--- src/chip8_pkg.sv ---
`default_nettype none

package chip8_pkg;

    // Memory and register sizes
    localparam int ADDR_W      = 12;
    localparam int DATA_W      = 8;
    localparam int NUM_REGS    = 16;
    localparam int STACK_DEPTH = 16;
    // One extra bit so a full stack can be told from an empty one
    localparam int SP_W        = $clog2(STACK_DEPTH) + 1;
    localparam int CARRY_REG   = 15;

    typedef logic [ADDR_W-1:0] addr_t;
    typedef logic [DATA_W-1:0] byte_t;
    typedef logic [3:0]        reg_idx_t;

    // Programs start here, below is the interpreter area
    localparam addr_t RESET_PC = 12'h200;

    // Instruction word seen as nibble fields
    typedef struct packed {
        logic [3:0] op;
        reg_idx_t   x;
        reg_idx_t   y;
        logic [3:0] n;
    } instr_reg_s;

    // Same word seen as opcode plus address, kk is the low byte of nnn
    typedef struct packed {
        logic [3:0] op;
        addr_t      nnn;
    } instr_addr_s;

    typedef union packed {
        instr_reg_s  regs;
        instr_addr_s addr;
    } instr_u;

    typedef struct packed {
        addr_t addr;
        byte_t data;
    } mem_wr_s;

    // Store kinds
    localparam logic STORE_BCD   = 1'b0;
    localparam logic STORE_BLOCK = 1'b1;

    typedef struct packed {
        logic     kind;
        addr_t    base;
        reg_idx_t last_idx;
        byte_t    value;
    } store_cmd_s;

    // BCD always writes three digits
    localparam reg_idx_t BCD_LAST_IDX = 4'd2;

    // Fetch FSM states
    localparam logic [1:0] FETCH_HI      = 2'd0;
    localparam logic [1:0] FETCH_LO      = 2'd1;
    localparam logic [1:0] FETCH_PRESENT = 2'd2;

    // Top nibble opcodes
    localparam logic [3:0] OP_SYS   = 4'h0;
    localparam logic [3:0] OP_JP    = 4'h1;
    localparam logic [3:0] OP_CALL  = 4'h2;
    localparam logic [3:0] OP_SE_K  = 4'h3;
    localparam logic [3:0] OP_SNE_K = 4'h4;
    localparam logic [3:0] OP_SE_V  = 4'h5;
    localparam logic [3:0] OP_LD_K  = 4'h6;
    localparam logic [3:0] OP_ADD_K = 4'h7;
    localparam logic [3:0] OP_ALU   = 4'h8;
    localparam logic [3:0] OP_SNE_V = 4'h9;
    localparam logic [3:0] OP_LD_I  = 4'hA;
    localparam logic [3:0] OP_JP_V0 = 4'hB;
    localparam logic [3:0] OP_MISC  = 4'hF;

    // 8xyN sub-ops
    localparam logic [3:0] ALU_LD   = 4'h0;
    localparam logic [3:0] ALU_OR   = 4'h1;
    localparam logic [3:0] ALU_AND  = 4'h2;
    localparam logic [3:0] ALU_XOR  = 4'h3;
    localparam logic [3:0] ALU_ADD  = 4'h4;
    localparam logic [3:0] ALU_SUB  = 4'h5;
    localparam logic [3:0] ALU_SHR  = 4'h6;
    localparam logic [3:0] ALU_SUBN = 4'h7;
    localparam logic [3:0] ALU_SHL  = 4'hE;

    // Fxkk sub-ops and the RET encoding
    localparam byte_t F_ADD_I  = 8'h1E;
    localparam byte_t F_BCD    = 8'h33;
    localparam byte_t F_STORE  = 8'h55;
    localparam addr_t SYS_RET  = 12'h0EE;

endpackage

`default_nettype wire

--- src/fetch_unit.sv ---
`timescale 1ns/1ns
`default_nettype none

module fetch_unit
    import chip8_pkg::*;
(
    input  wire logic  clk,
    input  wire logic  reset_i,
    input  wire addr_t pc_i,
    input  wire logic  pc_load_i,
    output logic       mem_rd_valid_o,
    output addr_t      mem_rd_addr_o,
    input  wire logic  mem_rd_ready_i,
    input  wire byte_t mem_rd_data_i,
    output logic       instr_valid_o,
    output instr_u     instr_o,
    input  wire logic  instr_ready_i
);

    logic [1:0] state_q;
    logic       rd_valid_q;
    addr_t      rd_addr_q;
    logic       instr_valid_q;
    instr_u     instr_q;

    always_ff @(posedge clk) begin
        if (reset_i) begin
            state_q       <= FETCH_HI;
            rd_valid_q    <= 1'b0;
            instr_valid_q <= 1'b0;
        end else begin
            case (state_q)
                FETCH_HI: begin
                    // First fetch after reset starts from the core PC
                    if (!rd_valid_q) begin
                        rd_valid_q <= 1'b1;
                        rd_addr_q  <= pc_i;
                    end else if (mem_rd_ready_i) begin
                        rd_addr_q <= rd_addr_q + 12'd1;
                        state_q   <= FETCH_LO;
                    end
                end
                FETCH_LO: begin
                    if (mem_rd_ready_i) begin
                        rd_valid_q    <= 1'b0;
                        instr_valid_q <= 1'b1;
                        state_q       <= FETCH_PRESENT;
                    end
                end
                default: begin
                    // Hold the word until the core takes it
                    if (instr_valid_q && instr_ready_i) begin
                        instr_valid_q <= 1'b0;
                    end
                    // New PC known, restart at the high byte
                    if (pc_load_i) begin
                        rd_valid_q <= 1'b1;
                        rd_addr_q  <= pc_i;
                        state_q    <= FETCH_HI;
                    end
                end
            endcase
        end
    end

    // Big endian, high byte comes first
    always_ff @(posedge clk) begin
        if (rd_valid_q && mem_rd_ready_i) begin
            if (state_q == FETCH_HI) begin
                instr_q[15:8] <= mem_rd_data_i;
            end else begin
                instr_q[7:0] <= mem_rd_data_i;
            end
        end
    end

    assign mem_rd_valid_o = rd_valid_q;
    assign mem_rd_addr_o  = rd_addr_q;
    assign instr_valid_o  = instr_valid_q;
    assign instr_o        = instr_q;

    // A pending read keeps its request until memory answers
    a_rd_stable: assert property (@(posedge clk) disable iff (reset_i)
        mem_rd_valid_o && !mem_rd_ready_i |=> mem_rd_valid_o && $stable(mem_rd_addr_o));

endmodule

`default_nettype wire

--- src/exec_core.sv ---
`timescale 1ns/1ns
`default_nettype none

module exec_core
    import chip8_pkg::*;
(
    input  wire logic     clk,
    input  wire logic     reset_i,
    input  wire logic     instr_valid_i,
    input  wire instr_u   instr_i,
    output logic          instr_ready_o,
    output addr_t         pc_o,
    output logic          pc_load_o,
    output logic          store_valid_o,
    output store_cmd_s    store_cmd_o,
    input  wire logic     store_ready_i,
    input  wire logic     store_done_i,
    input  wire reg_idx_t rf_rd_idx_i,
    output byte_t         rf_rd_data_o
);

    // Architectural state
    byte_t           v_q [NUM_REGS];
    addr_t           stack_q [STACK_DEPTH];
    logic [SP_W-1:0] sp_q;
    addr_t           pc_q;
    addr_t           i_q;

    // Sequencing
    logic       busy_q;
    logic       pc_load_q;
    logic       store_valid_q;
    store_cmd_s store_cmd_q;

    // Decoded fields from both views of the word
    logic [3:0]      op;
    reg_idx_t        x;
    byte_t           vx;
    byte_t           vy;
    byte_t           kk;
    addr_t           nnn;
    logic [SP_W-2:0] sp_wr_idx;
    logic [SP_W-2:0] sp_rd_idx;
    logic            accept;
    logic            skip;
    logic            is_call;
    logic            is_ret;
    logic            is_store;
    byte_t           alu_res;
    logic            alu_flag;
    logic            alu_wr;
    logic            alu_wf;

    assign op        = instr_i.regs.op;
    assign x         = instr_i.regs.x;
    assign vx        = v_q[x];
    assign vy        = v_q[instr_i.regs.y];
    assign nnn       = instr_i.addr.nnn;
    assign kk        = nnn[7:0];
    assign sp_wr_idx = sp_q[SP_W-2:0];
    assign sp_rd_idx = sp_wr_idx - 1'b1;

    assign accept   = instr_valid_i && instr_ready_o;
    assign is_call  = (op == OP_CALL);
    assign is_ret   = (op == OP_SYS) && (nnn == SYS_RET);
    assign is_store = (op == OP_MISC) && ((kk == F_BCD) || (kk == F_STORE));

    // 8xyN results, VF is carry or not-borrow or the bit shifted out
    always_comb begin
        alu_res  = vy;
        alu_flag = 1'b0;
        alu_wr   = 1'b1;
        alu_wf   = 1'b0;
        case (instr_i.regs.n)
            ALU_LD:  alu_res = vy;
            ALU_OR:  alu_res = vx | vy;
            ALU_AND: alu_res = vx & vy;
            ALU_XOR: alu_res = vx ^ vy;
            ALU_ADD: begin
                {alu_flag, alu_res} = {1'b0, vx} + {1'b0, vy};
                alu_wf = 1'b1;
            end
            ALU_SUB: begin
                alu_res  = vx - vy;
                alu_flag = (vx >= vy);
                alu_wf   = 1'b1;
            end
            ALU_SHR: begin
                alu_res  = vx >> 1;
                alu_flag = vx[0];
                alu_wf   = 1'b1;
            end
            ALU_SUBN: begin
                alu_res  = vy - vx;
                alu_flag = (vy >= vx);
                alu_wf   = 1'b1;
            end
            ALU_SHL: begin
                alu_res  = vx << 1;
                alu_flag = vx[7];
                alu_wf   = 1'b1;
            end
            // Unused sub-ops do nothing
            default: alu_wr = 1'b0;
        endcase
    end

    // Skip conditions, 5xyN and 9xyN only with N zero
    always_comb begin
        case (op)
            OP_SE_K:  skip = (vx == kk);
            OP_SNE_K: skip = (vx != kk);
            OP_SE_V:  skip = (instr_i.regs.n == 4'h0) && (vx == vy);
            OP_SNE_V: skip = (instr_i.regs.n == 4'h0) && (vx != vy);
            default:  skip = 1'b0;
        endcase
    end

    always_ff @(posedge clk) begin
        if (reset_i) begin
            pc_q          <= RESET_PC;
            sp_q          <= '0;
            i_q           <= '0;
            busy_q        <= 1'b0;
            pc_load_q     <= 1'b0;
            store_valid_q <= 1'b0;
        end else begin
            pc_load_q <= 1'b0;
            if (store_valid_q && store_ready_i) begin
                store_valid_q <= 1'b0;
            end
            // Store finished, Fx55 moves I past the block
            if (busy_q && store_done_i) begin
                busy_q    <= 1'b0;
                pc_load_q <= 1'b1;
                if (store_cmd_q.kind == STORE_BLOCK) begin
                    i_q <= i_q + addr_t'(store_cmd_q.last_idx) + 12'd1;
                end
            end
            if (accept) begin
                pc_q <= skip ? pc_q + 12'd4 : pc_q + 12'd2;
                case (op)
                    OP_SYS: begin
                        if (is_ret) begin
                            pc_q <= stack_q[sp_rd_idx];
                            sp_q <= sp_q - 1'b1;
                        end
                    end
                    OP_JP:    pc_q <= nnn;
                    OP_CALL: begin
                        pc_q <= nnn;
                        sp_q <= sp_q + 1'b1;
                    end
                    OP_LD_I:  i_q <= nnn;
                    OP_JP_V0: pc_q <= nnn + addr_t'(v_q[0]);
                    OP_MISC: begin
                        if (kk == F_ADD_I) begin
                            i_q <= i_q + addr_t'(vx);
                        end
                        if (is_store) begin
                            busy_q        <= 1'b1;
                            store_valid_q <= 1'b1;
                        end
                    end
                    default: ;
                endcase
                // Stores retire later, on store_done
                if (!is_store) begin
                    pc_load_q <= 1'b1;
                end
            end
        end
    end

    // Register file, stack and store payload
    always_ff @(posedge clk) begin
        if (accept) begin
            case (op)
                OP_LD_K:  v_q[x] <= kk;
                OP_ADD_K: v_q[x] <= vx + kk;
                OP_ALU: begin
                    if (alu_wr) begin
                        v_q[x] <= alu_res;
                    end
                    // Flag after Vx so VF holds the flag when x is F
                    if (alu_wf) begin
                        v_q[CARRY_REG] <= byte_t'(alu_flag);
                    end
                end
                OP_CALL:  stack_q[sp_wr_idx] <= pc_q + 12'd2;
                OP_MISC: begin
                    if (is_store) begin
                        store_cmd_q.kind     <= (kk == F_BCD) ? STORE_BCD : STORE_BLOCK;
                        store_cmd_q.base     <= i_q;
                        store_cmd_q.last_idx <= x;
                        store_cmd_q.value    <= vx;
                    end
                end
                default: ;
            endcase
        end
    end

    // Only one instruction in flight
    assign instr_ready_o = !busy_q;
    assign pc_o          = pc_q;
    assign pc_load_o     = pc_load_q;
    assign store_valid_o = store_valid_q;
    assign store_cmd_o   = store_cmd_q;
    // Combinational port for block stores
    assign rf_rd_data_o  = v_q[rf_rd_idx_i];

    // Program must keep CALL and RET balanced within stack limits
    a_no_overflow: assert property (@(posedge clk) disable iff (reset_i)
        accept && is_call |-> sp_q < STACK_DEPTH);
    a_no_underflow: assert property (@(posedge clk) disable iff (reset_i)
        accept && is_ret |-> sp_q != '0);

endmodule

`default_nettype wire

--- src/store_unit.sv ---
`timescale 1ns/1ns
`default_nettype none

module store_unit
    import chip8_pkg::*;
(
    input  wire logic       clk,
    input  wire logic       reset_i,
    input  wire logic       store_valid_i,
    input  wire store_cmd_s store_cmd_i,
    output logic            store_ready_o,
    output logic            store_done_o,
    output reg_idx_t        rf_rd_idx_o,
    input  wire byte_t      rf_rd_data_i,
    output logic            mem_wr_valid_o,
    output mem_wr_s         mem_wr_o,
    input  wire logic       mem_wr_ready_i
);

    logic       active_q;
    logic       done_q;
    reg_idx_t   cnt_q;
    store_cmd_s cmd_q;

    reg_idx_t last_idx;
    byte_t    hundreds;
    byte_t    tens;
    byte_t    ones;
    byte_t    bcd_digit;
    byte_t    wr_data;
    logic     wr_fire;

    // Decimal digits of the latched value
    assign hundreds = cmd_q.value / 8'd100;
    assign tens     = (cmd_q.value / 8'd10) % 8'd10;
    assign ones     = cmd_q.value % 8'd10;

    always_comb begin
        case (cnt_q)
            4'd0:    bcd_digit = hundreds;
            4'd1:    bcd_digit = tens;
            default: bcd_digit = ones;
        endcase
    end

    // BCD writes three bytes, block writes V0 to Vx
    assign last_idx = (cmd_q.kind == STORE_BCD) ? BCD_LAST_IDX : cmd_q.last_idx;
    assign wr_data  = (cmd_q.kind == STORE_BCD) ? bcd_digit : rf_rd_data_i;
    assign wr_fire  = active_q && mem_wr_ready_i;

    always_ff @(posedge clk) begin
        if (reset_i) begin
            active_q <= 1'b0;
            done_q   <= 1'b0;
            cnt_q    <= '0;
        end else begin
            done_q <= 1'b0;
            if (!active_q && store_valid_i) begin
                active_q <= 1'b1;
                cnt_q    <= '0;
            end else if (wr_fire) begin
                // Done pulse follows the last accepted write
                if (cnt_q == last_idx) begin
                    active_q <= 1'b0;
                    done_q   <= 1'b1;
                end else begin
                    cnt_q <= cnt_q + 1'b1;
                end
            end
        end
    end

    always_ff @(posedge clk) begin
        if (!active_q && store_valid_i) begin
            cmd_q <= store_cmd_i;
        end
    end

    assign store_ready_o  = !active_q;
    assign store_done_o   = done_q;
    assign rf_rd_idx_o    = cnt_q;
    assign mem_wr_valid_o = active_q;
    // Ascending addresses from I
    assign mem_wr_o       = '{addr: cmd_q.base + addr_t'(cnt_q), data: wr_data};

    // Write request held while memory stalls
    a_wr_stable: assert property (@(posedge clk) disable iff (reset_i)
        mem_wr_valid_o && !mem_wr_ready_i |=> mem_wr_valid_o && $stable(mem_wr_o));

endmodule

`default_nettype wire

--- src/chip8_cpu.sv ---
`timescale 1ns/1ns
`default_nettype none

module chip8_cpu
    import chip8_pkg::*;
(
    input  wire logic  clk,
    input  wire logic  reset_i,
    output logic       mem_rd_valid_o,
    output addr_t      mem_rd_addr_o,
    input  wire logic  mem_rd_ready_i,
    input  wire byte_t mem_rd_data_i,
    output logic       mem_wr_valid_o,
    output mem_wr_s    mem_wr_o,
    input  wire logic  mem_wr_ready_i
);

    // Fetch to execute
    addr_t  pc;
    logic   pc_load;
    logic   instr_valid;
    logic   instr_ready;
    instr_u instr;

    // Execute to store
    logic       store_valid;
    logic       store_ready;
    logic       store_done;
    store_cmd_s store_cmd;
    reg_idx_t   rf_rd_idx;
    byte_t      rf_rd_data;

    fetch_unit u_fetch (
        .clk            (clk),
        .reset_i        (reset_i),
        .pc_i           (pc),
        .pc_load_i      (pc_load),
        .mem_rd_valid_o (mem_rd_valid_o),
        .mem_rd_addr_o  (mem_rd_addr_o),
        .mem_rd_ready_i (mem_rd_ready_i),
        .mem_rd_data_i  (mem_rd_data_i),
        .instr_valid_o  (instr_valid),
        .instr_o        (instr),
        .instr_ready_i  (instr_ready)
    );

    exec_core u_exec (
        .clk           (clk),
        .reset_i       (reset_i),
        .instr_valid_i (instr_valid),
        .instr_i       (instr),
        .instr_ready_o (instr_ready),
        .pc_o          (pc),
        .pc_load_o     (pc_load),
        .store_valid_o (store_valid),
        .store_cmd_o   (store_cmd),
        .store_ready_i (store_ready),
        .store_done_i  (store_done),
        .rf_rd_idx_i   (rf_rd_idx),
        .rf_rd_data_o  (rf_rd_data)
    );

    store_unit u_store (
        .clk            (clk),
        .reset_i        (reset_i),
        .store_valid_i  (store_valid),
        .store_cmd_i    (store_cmd),
        .store_ready_o  (store_ready),
        .store_done_o   (store_done),
        .rf_rd_idx_o    (rf_rd_idx),
        .rf_rd_data_i   (rf_rd_data),
        .mem_wr_valid_o (mem_wr_valid_o),
        .mem_wr_o       (mem_wr_o),
        .mem_wr_ready_i (mem_wr_ready_i)
    );

endmodule

`default_nettype wire

--- config.mk ---
export PLATFORM = sky130hd
export DESIGN_NAME = chip8_cpu
export DESIGN_NICKNAME = d
export VERILOG_FILES = /design/src/chip8_pkg.sv /design/src/fetch_unit.sv /design/src/exec_core.sv /design/src/store_unit.sv /design/src/chip8_cpu.sv
export SDC_FILE = /design/constraint.sdc
export NUM_CORES = 1
export LEC_CHECK = 0
export BUFFER_PORTS_ARGS = -buffer_cell sky130_fd_sc_hd__buf_4
export CAP_MARGIN = 5
export CORE_MARGIN = 1.5
export CORE_UTILIZATION = 65
export CTS_BUF_LIST = sky130_fd_sc_hd__clkbuf_4
export CTS_CLUSTER_DIAMETER = 200
export DETAILED_ROUTE_END_ITERATION = 8
export PLACE_DENSITY = 0.82
export SYNTH_ARGS = -nofsm -noshare
export SYNTH_HDL_FRONTEND = slang
export SYNTH_HIERARCHICAL = 1
export SYNTH_SLANG_ARGS = --single-unit
--- constraint.sdc ---
create_clock -name clk -period 10.5 [get_ports clk]
set_input_delay 0 -clock clk [delete_from_list [all_inputs] [get_ports clk]]
set_output_delay 0 -clock clk [all_outputs]
set_load 0.05 [all_outputs]
==> qor.yml <==
finish:
  areaGrowthSynthToFinish_pct: 10.5
  post-route-util_pct: 72.9
  final_layout_size_suffix_gt1_share_pct: 23.3
  net_count_of_the_finished_layout: 2102
  layout.cells.non_filler: 2608
drt:
  wl_mm: 65.8
  routed_via_density: 6.93
  drt-wirelength-per-cell_um: 25.2
  detail_route.first_pass.iterations: 6
  dr_total_vias: 18069
  ant_nets: 0
  dr.first_iter.drc_count: 2315
  drcViolationCount: 0
cts:
  cts-root-buf: "sky130_fd_sc_hd__clkbuf_4"
  cts-htree-levels: 3
  cts_sinks: 439
  cts_max_path_buffers: 3
  insertion_delay_to_the_later_sink_of_the_worst_skew_pair_ns: 0.87
  cts_buffers: 107
  tritoncts: "yes"
  postCtsSetupBuffers: 0
  clk_transition_reported_paths_ns: 0.07
  cts_resized: 0
timing:
  period_minus_slack_ns: 6.11
  timing.final.crit_share_pct: 58.2
  final_hold_viol_count: 0
  final.setup_skew_ns: 0.0946
  slew_viol_final: 0
  timing.max_slew.rel_slack_pct: 13.3
  finalSetupTns_ns: 0
  timing.final.setup_violations: 0
  worst_pin_slew_ns: 1.30
  max_freq_ghz: 0.164
  grt_setup_unrepaired: "no"
floorplanning:
  design.die.area_um2: 39400
  io_pins: 46
  placeableCoreArea_um2: 37700
  start_util_pct: 65.9
  fp.dieH_um: 198
  die_x_um: 198
  std_cell_rows: 71
hold_path:
  hold_end: "u_store/store_done_o"
  min_path_type: "input pin to flop"
  hp-start: "mem_wr_ready_i"
  hold_depth: 4
power_and_ir_drop:
  total_power_mw: 3.66
  worst_ir_drop_vdd_mv: 0.131
  p_per_area_nw_per_um2: 133
  p_leak_nw: 9.47
critical_path:
  reg2reg_to: "u_exec/pc_o[4]"
  path_max_fanout: 40
  timing.setup.critical_path_class: "flop to output pin"
  category_of_the_worst_setup_path_capture_point: "output pin"
  regToRegStartpoint: "u_fetch/instr_o[8]"
  cp_data_arrival_time_ns: 6.11
  critical_path_required_ns: 10.50
  worst_setup_slack_for_register_to_register_paths_ns: 4.88
  timing.critical_path.from_type: "flop"
  worst-r2r-cell-count: 12
status:
  run_status: "finished, final reports clean"
synth:
  ys.warnings.count: 6
  post_synth.cell_area_avg_um2: 13.1
  synth_sequential_area_ratio_pct: 51.1
  syn-instance-count: 1891
  synth-seq-cells: 439
  synth.distinct_cells: 106
  postSynth.topFlopCell: "sky130_fd_sc_hd__edfxtp_1"
  syn-cell-area_um2: 24800
  postSynthNetCount: 1991
  synth-edff-count: 391
  synth_async_sr_flop_share_pct: 0
place:
  detailed_place_hpwl_mm: 43.0
  port_buffers: 45
  placedCellCount: 2380
  finalWeightedCongestion: 0.951
grt:
  grt-ovfl-total: 0
  pin_count_of_the_biggest_net_entering_global_routing: 47
  via_count_of_the_first_global_routing_pass: 17653
  global_route.usage.total_pct: 34.2
  grt_first_pass_wirelength_mm: 100
  antenna_found_initial: 2
run:
  max_cap_viol_count: 0
## how the worst max path moves through the flow
stage                                   to  depth (start not counted)  slack (ns)                   start
after floorplan           u_exec/v_q[0][6]                         15        5.33      u_fetch/instr_o[8]
after global placement      u_exec/pc_o[4]                         12        4.95      u_fetch/instr_o[8]
after detailed placement    u_exec/pc_o[4]                         12        4.87      u_fetch/instr_o[8]
after CTS                      mem_wr_o[2]                         19        4.38  u_store/rf_rd_idx_o[1]
after global routing           mem_wr_o[2]                         19        3.89  u_store/rf_rd_idx_o[1]
final                          mem_wr_o[2]                         19        4.39  u_store/rf_rd_idx_o[1]
## sequential cells by signal, summed over array words and instances (netlist names), 12 cells and up
name	cells
u_exec/stack_q	192
u_exec/v_q	128
u_exec/store_cmd_o	25
u_store/cmd_q	25
u_fetch/instr_o	16
u_exec/i_q	12
u_exec/pc_o	12
u_fetch/mem_rd_addr_o	12
## per-stage QoR
| stage | cell area [um^2] | hold WS (ns) | setup slack (ns) |
|---|---|---|---|
| 5_1_grt | 27500 | 0.0560 | 3.89 |
| 3_5_place_dp | 25700 | 0.189 | 4.87 |
| 2_1_floorplan | 24800 | 0.0691 | 5.33 |
| 4_1_cts | 27400 | 0.0179 | 4.38 |
| 6_report | 27500 | 0.0670 | 4.39 |
| 3_3_place_gp | 25700 | 0.186 | 4.95 |
## layout by cell type (no fill, tap or decap), types with 11 or more instances in the layout
cell / Yosys / layout
sky130_fd_sc_hd__a211oi_1: 25 / 25
sky130_fd_sc_hd__a21o_1: 22 / 22
sky130_fd_sc_hd__a21oi_1: 95 / 95
sky130_fd_sc_hd__a221oi_1: 12 / 12
sky130_fd_sc_hd__a22oi_1: 11 / 11
sky130_fd_sc_hd__a31oi_1: 17 / 17
sky130_fd_sc_hd__and3_1: 12 / 12
sky130_fd_sc_hd__buf_4: 7 / 98
sky130_fd_sc_hd__clkbuf_4: 0 / 156
sky130_fd_sc_hd__clkinv_1: 2 / 34
sky130_fd_sc_hd__dfxtp_1: 48 / 46
sky130_fd_sc_hd__dlygate4sd3_1: 0 / 22
sky130_fd_sc_hd__edfxtp_1: 391 / 391
sky130_fd_sc_hd__ha_1: 79 / 78
sky130_fd_sc_hd__inv_1: 70 / 70
sky130_fd_sc_hd__mux2i_1: 32 / 32
sky130_fd_sc_hd__mux4_2: 166 / 166
sky130_fd_sc_hd__nand2_1: 100 / 100
sky130_fd_sc_hd__nand2b_1: 26 / 26
sky130_fd_sc_hd__nand3_1: 36 / 36
sky130_fd_sc_hd__nand4_1: 15 / 15
sky130_fd_sc_hd__nor2_1: 145 / 142
sky130_fd_sc_hd__nor2b_1: 27 / 27
sky130_fd_sc_hd__nor3_1: 44 / 37
sky130_fd_sc_hd__nor4_1: 13 / 13
sky130_fd_sc_hd__o21a_1: 12 / 12
sky130_fd_sc_hd__o21ai_0: 73 / 72
sky130_fd_sc_hd__o21bai_1: 13 / 13
sky130_fd_sc_hd__o31ai_1: 12 / 12
sky130_fd_sc_hd__or4_1: 12 / 12
sky130_fd_sc_hd__xnor2_1: 49 / 47
sky130_fd_sc_hd__xor2_1: 21 / 21
## logic make-up (layout without fill, tap and decap cells)
family                   Yosys count  in the layout  share of synthesized area, %
AND/OR/NAND/NOR                  485            485                          9.83
other                              0              1                             0
adder cells (fa/ha/maj)           89             89                          4.75
multiplexers                     209            209                          17.1
AO/OA/AOI/OAI                    407            407                          11.4
XOR/XNOR                          71             71                          2.53
buffers and inverters            191            396                          3.24
flip-flops                       439            439                          51.1
## where the power goes
part | leakage (nW) | internal [mW] | switching, mW
registers | 4.02 | 1.90 | 0.0170
logic | 4.59 | 0.102 | 0.176
clock network | 0.859 | 0.767 | 0.703
total | 9.47 | 2.77 | 0.895
## worst max-delay path, stage by stage, from the launching register on
cell and delay (ns):
sky130_fd_sc_hd__dfxtp_1 0.33, sky130_fd_sc_hd__buf_4 0.49, sky130_fd_sc_hd__inv_1 0.22, sky130_fd_sc_hd__ha_1 0.24, sky130_fd_sc_hd__or3b_1 0.38, sky130_fd_sc_hd__nand2_1 0.10
sky130_fd_sc_hd__ha_1 0.46, sky130_fd_sc_hd__and3b_1 0.27, sky130_fd_sc_hd__o21ai_0 0.10, sky130_fd_sc_hd__and3_1 0.23, sky130_fd_sc_hd__a211oi_1 0.41, sky130_fd_sc_hd__inv_1 0.20
sky130_fd_sc_hd__ha_1 0.31, sky130_fd_sc_hd__nand2b_1 0.16, sky130_fd_sc_hd__nor4b_1 0.24, sky130_fd_sc_hd__nor3_1 0.14, sky130_fd_sc_hd__or3_4 0.35, sky130_fd_sc_hd__a211oi_1 0.31
sky130_fd_sc_hd__a221o_1 0.16, sky130_fd_sc_hd__buf_4 0.20
## Yosys cell counts, types with 13 or more instances
library cell | number | area (um^2)
sky130_fd_sc_hd__nor4_1 | 13 | 81.3
sky130_fd_sc_hd__buf_2 | 19 | 95.1
sky130_fd_sc_hd__nor3_1 | 44 | 220
sky130_fd_sc_hd__dfxtp_1 | 48 | 961
sky130_fd_sc_hd__nand4_1 | 15 | 93.8
sky130_fd_sc_hd__nand3_1 | 36 | 180
sky130_fd_sc_hd__nor2_1 | 145 | 544
sky130_fd_sc_hd__xnor2_1 | 49 | 429
sky130_fd_sc_hd__a21o_1 | 22 | 165
sky130_fd_sc_hd__inv_1 | 70 | 263
sky130_fd_sc_hd__mux4_2 | 166 | 3740
sky130_fd_sc_hd__nand2b_1 | 26 | 163
sky130_fd_sc_hd__o21bai_1 | 13 | 97.6
sky130_fd_sc_hd__nor2b_1 | 27 | 169
sky130_fd_sc_hd__xor2_1 | 21 | 184
sky130_fd_sc_hd__nand2_1 | 100 | 375
sky130_fd_sc_hd__ha_1 | 79 | 988
sky130_fd_sc_hd__a21oi_1 | 95 | 475
sky130_fd_sc_hd__clkbuf_1 | 72 | 270
sky130_fd_sc_hd__a211oi_1 | 25 | 188
sky130_fd_sc_hd__buf_1 | 14 | 52.6
sky130_fd_sc_hd__mux2i_1 | 32 | 320
sky130_fd_sc_hd__edfxtp_1 | 391 | 11700
sky130_fd_sc_hd__o21ai_0 | 73 | 365
sky130_fd_sc_hd__a31oi_1 | 17 | 106
## timing repair
action,in CTS,in global routing
hold buffers,22,0
setup endpoints to repair,0,0
endpoints found under the hold margin,73,0
## layer usage
metal	track usage (%)	up-vias	routed length, um
li1	-	7798	-
met4	16.0	2	2810
met2	52.6	1270	30200
met1	47.1	8779	25000
met5	0	-	12
met3	7.49	220	7710
## cell type report
type / count / area [um^2]
sequential: 439 / 12700
multi-input combinational: 1261 / 11400
fill: 2454 / 10200
clock buffer: 156 / 1170
timing repair buffer: 120 / 956
tap: 511 / 639
clock inverter: 47 / 298
inverter: 73 / 274
antenna: 1 / 2.50
(Power assumes the default switching activity.)
